[config.mk]
export PLATFORM = sky130hd
export DESIGN_NAME = burst_fetcher
export DESIGN_NICKNAME = d
export VERILOG_FILES = /design/src/rom_cache_pkg.sv /design/src/burst_fetcher.sv
export SDC_FILE = /design/constraint.sdc
export NUM_CORES = 1
export LEC_CHECK = 0
export BUFFER_PORTS_ARGS = -buffer_cell sky130_fd_sc_hd__buf_2
export CAP_MARGIN = 20
export CELL_PAD_IN_SITES_DETAIL_PLACEMENT = 1
export CELL_PAD_IN_SITES_GLOBAL_PLACEMENT = 2
export CORE_MARGIN = 3
export CORE_UTILIZATION = 17
export CTS_CLUSTER_SIZE = 14
export DETAILED_ROUTE_END_ITERATION = 10
export PLACE_DENSITY = 0.87
export REMOVE_ABC_BUFFERS = 1
export SLEW_MARGIN = 10
export SYNTH_ARGS = -nofsm -noshare
export SYNTH_HDL_FRONTEND = slang
export SYNTH_SLANG_ARGS = --single-unit
[constraint.sdc]
create_clock -name clock -period 4.8 [get_ports clock]
set_input_delay 0 -clock clock [delete_from_list [all_inputs] [get_ports clock]]
set_output_delay 0 -clock clock [all_outputs]
set_load 0.02 [all_outputs]
[src/rom_cache_pkg.sv]
package rom_cache_pkg;

	// one word as the memory returns it and as the buffer stores it.
	typedef logic [63:0] rom_word_t;

	// one halfword as the video side reads it.
	typedef logic [15:0] pixel_word_t;

	// address of a 64-bit word in ROM.
	typedef logic [21:0] rom_addr_t;

	// the fetcher waits in idle until the first request after reset.
	// Later it waits in ready, which keeps the buffer contents marked valid.
	typedef enum logic [1:0] {
		fetch_idle,
		fetch_request,
		fetch_receive,
		fetch_ready
	} fetch_state_t;

	// number of 64-bit words in one memory burst.
	localparam int burst_words_default = 16;

	// the buffer holds 1 << 7 = 128 words, which is 512 halfwords.
	localparam int buffer_addr_width_default = 7;

endpackage

[src/burst_fetcher.sv]
module burst_fetcher
	import rom_cache_pkg::*;
#(
	parameter int burst_words = burst_words_default
) (
	input  logic      clock,
	input  logic      reset,

	input  logic      fetch_req,
	input  rom_addr_t fetch_addr,
	input  logic      fetch_sprite,
	output logic      busy,
	output logic      ready,

	output logic      mem_rd,
	output rom_addr_t mem_addr,
	input  logic      mem_valid,
	input  rom_word_t mem_data,

	output logic      buf_wr,
	output rom_word_t buf_data,
	output logic      sprite_mode
);

	localparam int count_width = (burst_words > 1) ? $clog2(burst_words) : 1;
	localparam logic [count_width-1:0] last_word = count_width'(burst_words - 1);

	fetch_state_t           state;
	fetch_state_t           state_next;
	logic [count_width-1:0] word_count;
	rom_addr_t              addr_q;
	logic                   sprite_q;
	logic                   accept;
	logic                   last_valid;

	// requests are taken only between bursts. One that arrives while a
	// burst is in flight is dropped and not queued.
	assign busy   = (state == fetch_request) || (state == fetch_receive);
	assign accept = fetch_req && !busy;

	assign last_valid = mem_valid && (word_count == last_word);

	always_comb begin
		state_next = state;
		case (state)
			fetch_idle, fetch_ready: begin
				if (accept) begin
					state_next = fetch_request;
				end
			end
			fetch_request: begin
				state_next = fetch_receive;
			end
			fetch_receive: begin
				if (last_valid) begin
					state_next = fetch_ready;
				end
			end
			default: begin
				state_next = fetch_idle;
			end
		endcase
	end

	always_ff @(posedge clock) begin
		if (reset) begin
			state <= fetch_idle;
		end else begin
			state <= state_next;
		end
	end

	// the memory cannot be stalled, so every valid word in receive counts.
	always_ff @(posedge clock) begin
		if (reset) begin
			word_count <= '0;
		end else if (state == fetch_request) begin
			word_count <= '0;
		end else if (state == fetch_receive && mem_valid) begin
			word_count <= word_count + 1'b1;
		end
	end

	always_ff @(posedge clock) begin
		if (reset) begin
			sprite_q <= 1'b0;
		end else if (accept) begin
			sprite_q <= fetch_sprite;
		end
	end

	always_ff @(posedge clock) begin
		if (accept) begin
			addr_q <= fetch_addr;
		end
	end

	assign mem_rd      = (state == fetch_request);
	assign mem_addr    = addr_q;
	assign ready       = (state == fetch_ready);
	assign buf_wr      = mem_valid && (state == fetch_receive);
	assign buf_data    = mem_data;
	assign sprite_mode = sprite_q;

endmodule

# == Yosys cells after proc, flatten, opt, wreduce, memory -nomap -nowiden ==
# Index checks and enable logic that the tools add are counted.
# totals
latchBits,0
n_memories,0
ff_bits,29
ram_bits,0
romBits,0
word_cells,23
# op_classes
n_mul,0
div_mod_pow,0
muxes,3
reduce_logical,9
addsub,1
eq_ne,6
n_lt_le_gt_ge,0
n_shift,0
bitwise_logic,0
# ops
cell,count
2-bit case mux with 3 select lines,1
"4-bit by 1-bit adder with 4-bit output, second input constant",1
"2-bit equality test, second input constant",2
"4-bit equality test, second input constant",1
2-bit 2-to-1 mux,2
"2-bit != test, second input constant",2
2-bit OR reduction,2
1-bit logical AND,3
"2-bit by 1-bit equality test with 1-bit output, second input constant",1
2-bit logical NOT,1
2-bit AND reduction,1
1-bit logical NOT,1
1-bit logical OR,1

# == Depth between registers and ports, before layout ==
# depth
depth_word,6
ltp_mapped,5

# == Worst setup path after synthesis ==
# OpenSTA, ideal clock, no wires.
# synth_timing
kind,flip-flop to flip-flop
from,register state[0]
to,"register sprite_q, in the netlist sprite_mode"
t_arrival_ns,1.691
synth_period_minus_slack_ns,1.819
stages_incl_launch_ff,6
path_slack_ns,2.981
path_buffers,0
t_required_ns,4.671
setup_time_ns,0.129
cell_sequence,dfxtp_1 -> inv_1 -> ha_1 -> and2_1 -> mux2i_1 -> nor2_1
# synth_via
elab_chain_len,4
elab_cells_between_ends,5
# synth_lines
item,line_no,text
start: declaration,burst_fetcher.sv:28,fetch_state_t state;
start signal: assignment,burst_fetcher.sv:67,state <= fetch_idle;
start signal: assignment,burst_fetcher.sv:69,state <= state_next;
2-bit by 1-bit equality test with 1-bit output / 2-bit equality test (equally long branches),burst_fetcher.sv:38,assign busy = (state == fetch_request) || (state == fetch_receive);
1-bit logical OR (*),burst_fetcher.sv:38,
1-bit logical NOT (*),burst_fetcher.sv:39,assign accept = fetch_req && !busy;
1-bit logical AND (*),burst_fetcher.sv:39,
via accept,burst_fetcher.sv:33,logic accept;
end signal: assignment,burst_fetcher.sv:88,sprite_q <= fetch_sprite;
end: declaration,burst_fetcher.sv:32,logic sprite_q;
# Mark *: on every way through the listed nets, which the timed path passes. The rest lies on a longest branch.
# A chain may end at the register's enable or synchronous reset.

# == Worst setup path after layout ==
# Same ends and word-level chain as after synthesis.

==> flow_metrics.env <==
export IMPL_critPathSlowestCell="and2_1"
export IMPL_crit_fanout=23
export IMPL_cpPeakStageDelay_ns=0.81
export IMPL_antenna_found_initial=0
export IMPL_cell_type_contributing_the_most_total_cell_area_after_synthesis="edfxtp_1"
export IMPL_dp_worst_setup_slack_ns=2.655
export IMPL_min_period_ns=2.084
export IMPL_num_vias=998
export IMPL_ys_warnings_count=0
export IMPL_clockBufferDepth=2
export IMPL_final_layout_size_suffix_gt1_frac=0.4324
export IMPL_core_area_um2=8763
export IMPL_tritoncts_clock_tree="yes"
export IMPL_tritoncts_num_buffers=5
export IMPL_synthesis_area_um2=1534
export IMPL_first_pass_grt_wire_length_um=9722
export IMPL_floorplan_die_height_um=101.0
export IMPL_pin_count_of_the_biggest_net_entering_global_routing=24
export IMPL_row_count=34
export IMPL_top_count_cell_post_synth="buf_4"
export IMPL_dp_final_hpwl_um=6483
export IMPL_syn_instance_count=129
export IMPL_clk_latency_ns=0.27
export IMPL_synth_top_cells_by_count="64 x buf_4, 22 x edfxtp_1, 7 x dfxtp_1"
export IMPL_fmax_mhz=479.8
export IMPL_via_per_inst=3.898
export IMPL_initial_utilization=0.1750
export IMPL_globalRouteTotalUtil=0.1479
export IMPL_die_area_um2=10200
export IMPL_grt_remaining_overflow=0
export IMPL_gpl_final_weighted_congestion=0.7122
export IMPL_p_leak_nw=0.7403
export IMPL_cp_start_kind="register"
export IMPL_setup_worst_path_class="register to register"
export IMPL_floorplan_die_width_um=101.0
export IMPL_hold_violation_total_from_the_final_report=0
export IMPL_num_antenna_cells=0
export IMPL_p_per_area_nw_per_um2=475.9
export IMPL_hold_path_class="input port to output pin"
export IMPL_synth_edf_count=22
export IMPL_clock_sink_count=29
export IMPL_worst_slack_ns=2.716
export IMPL_num_fill_cells=1009
export IMPL_routed_wire_length_per_instance_um=30.70
export IMPL_setup_viol_count_final=0
export IMPL_finalNonFillerCells=256
export IMPL_final_period_utilization=0.4342
export IMPL_drt_total_wl_um=7860
export IMPL_area_delta_synth_final_pct=15.17
export IMPL_max_slew_margin=0.3403
export IMPL_synth_async_sr_flop_share=0
export IMPL_worstPathRequired_ns=4.97
export IMPL_port_buffers=53
export IMPL_setup_tns_ns=0
export IMPL_cts_setup_buffers=0
export IMPL_yosysUniqueCellTypes=23
export IMPL_power_ir_vdd_worst_mv=0.09510
export IMPL_drt_iter0_markers=10
export IMPL_postSynthAreaPerCell_um2=11.89
export IMPL_finalPower_mw=0.8408
export IMPL_crit_path_end_kind="register"
export IMPL_arrival_ns=2.25
export IMPL_tightestPinTransition_ns=0.9896
export IMPL_setup_repair_after_global_routing_missed_its_margin="false"
export IMPL_fin_worst_skew_ns=0.004898
export IMPL_run_status="completed"
export IMPL_ctsRootBufferMaster="clkbuf_8"
export IMPL_remaining_drc_errors=0
export IMPL_drt_first_pass_iters=4
export IMPL_placed_cells=225
export IMPL_net_total_in_the_final_layout=243
export IMPL_max_cap_viol_count=0
export IMPL_synthDominantCellAreaShare=0.4307
export IMPL_path_cells="inv_1, ha_1, and2_1, mux2i_1, nor2_1"
export IMPL_antenna_left=0
export IMPL_grt_pass1_vias=1108
export IMPL_synth_seq_area_share=0.5220
export IMPL_io_pin_count=182
export IMPL_netlist_top_cells_area="edfxtp_1 43%, buf_4 31%, dfxtp_1 9.1%"
export IMPL_htreeDepth=2
export IMPL_maxSlewViolCount=0
export IMPL_synth_seq_cells=29
export IMPL_finalCoreUtilization=0.2016
export IMPL_clk_pin_slew_worst_paths_ns=0.07
export IMPL_ys_dominant_reg_cell="edfxtp_1"
through the flow:
step | hold WS (ns) | area (um2)
detailed placement | 0.0003398 | 1450
floorplan | 0 | 1050
global placement | 0.0003398 | 1450
global route | 0.0001289 | 1767
CTS | 0.0003398 | 1767
finish | 0.0001925 | 1767
sequential cells by signal, indices dropped and copies added (netlist names):
name,cells
state,2
sprite_mode,1
mem_addr,22
word_count,4
cells in the final DEF, fill, tap and decap left out, drive strengths merged:
master	Yosys	final
a211oi	2	2
o311ai	1	1
mux2i	2	2
nand2	1	1
xor2	2	2
clkinv	0	2
nand3	2	2
dfxtp	7	7
clkinvlp	0	1
a31oi	1	1
ha	5	5
nor2	1	1
or3	1	1
a22o	1	1
nor3	4	4
buf	64	53
nand4	2	2
and2	1	1
a221oi	1	1
inv	7	7
edfxtp	22	22
dlygate4sd3	0	23
clkbuf	1	5
o21ai	1	1
cell type report:
cell class | count | area (um2) | share of cell area
clock buffer | 5 | 68.82 | 0.03895
sequential | 29 | 800.8 | 0.4533
inverter | 7 | 26.28 | 0.01487
clock inverter | 3 | 17.52 | 0.009915
multi-input combinational | 28 | 222.7 | 0.1261
tap | 108 | 135.1 | 0.07649
timing repair buffer | 76 | 495.5 | 0.2805
power by group:
group	total, mW	switching (mW)	internal [mW]
clock network	0.194	0.0942	0.0998
registers	0.368	0.0211	0.347
logic	0.279	0.185	0.0932
total	0.841	0.301	0.540
worst max-delay path: cells and delay by family (launching register included):
kind / cells / cell delay, ns
simple gates: 2 / 0.86
flops: 1 / 0.39
fa+ha+maj: 1 / 0.37
mux: 1 / 0.27
buf+inv: 1 / 0.08
cell families (layout without fill, tap and decap cells):
kind of cell	after synthesis	count (layout)	synth area share
AOI/OAI and AO/OA	7	7	0.03752
xor gates and xnor gates	2	2	0.01142
adders and majority gates	5	5	0.04078
buffers and inverters	72	91	0.3328
DFF	29	29	0.5220
muxes	2	2	0.01305
and+or+nand+nor	12	12	0.04242
worst paths after layout:
kind / from / endpoint / slack (ns) / depth (start not counted)
worst max-delay path: state[0]$_SDFFE_PP0P_ / sprite_mode$_SDFFE_PP0P_ / 2.72 / 5
worst min-delay path: mem_data[1] / buf_data[1] / 0.0002 / 0
worst max register to register: state[0]$_SDFFE_PP0P_ / sprite_mode$_SDFFE_PP0P_ / 2.72 / 5
worst min register to register: sprite_mode$_SDFFE_PP0P_ / sprite_mode$_SDFFE_PP0P_ / 0.51 / 2
routing by layer:
layer	share of wire	GRT usage	vias up
met5	0.0067	0.06154	-
met4	0.0014	0.01738	2
met3	0.30	0.2118	2
met2	0.36	0.1772	133
met1	0.33	0.1455	456
li1	-	-	405
repair_timing:
action | CTS | global route
hold buffers | 23 | 0
hold endpoints to repair | 23 | 0
gates resized for setup | 0 | 0
(Power assumes the default switching activity.)
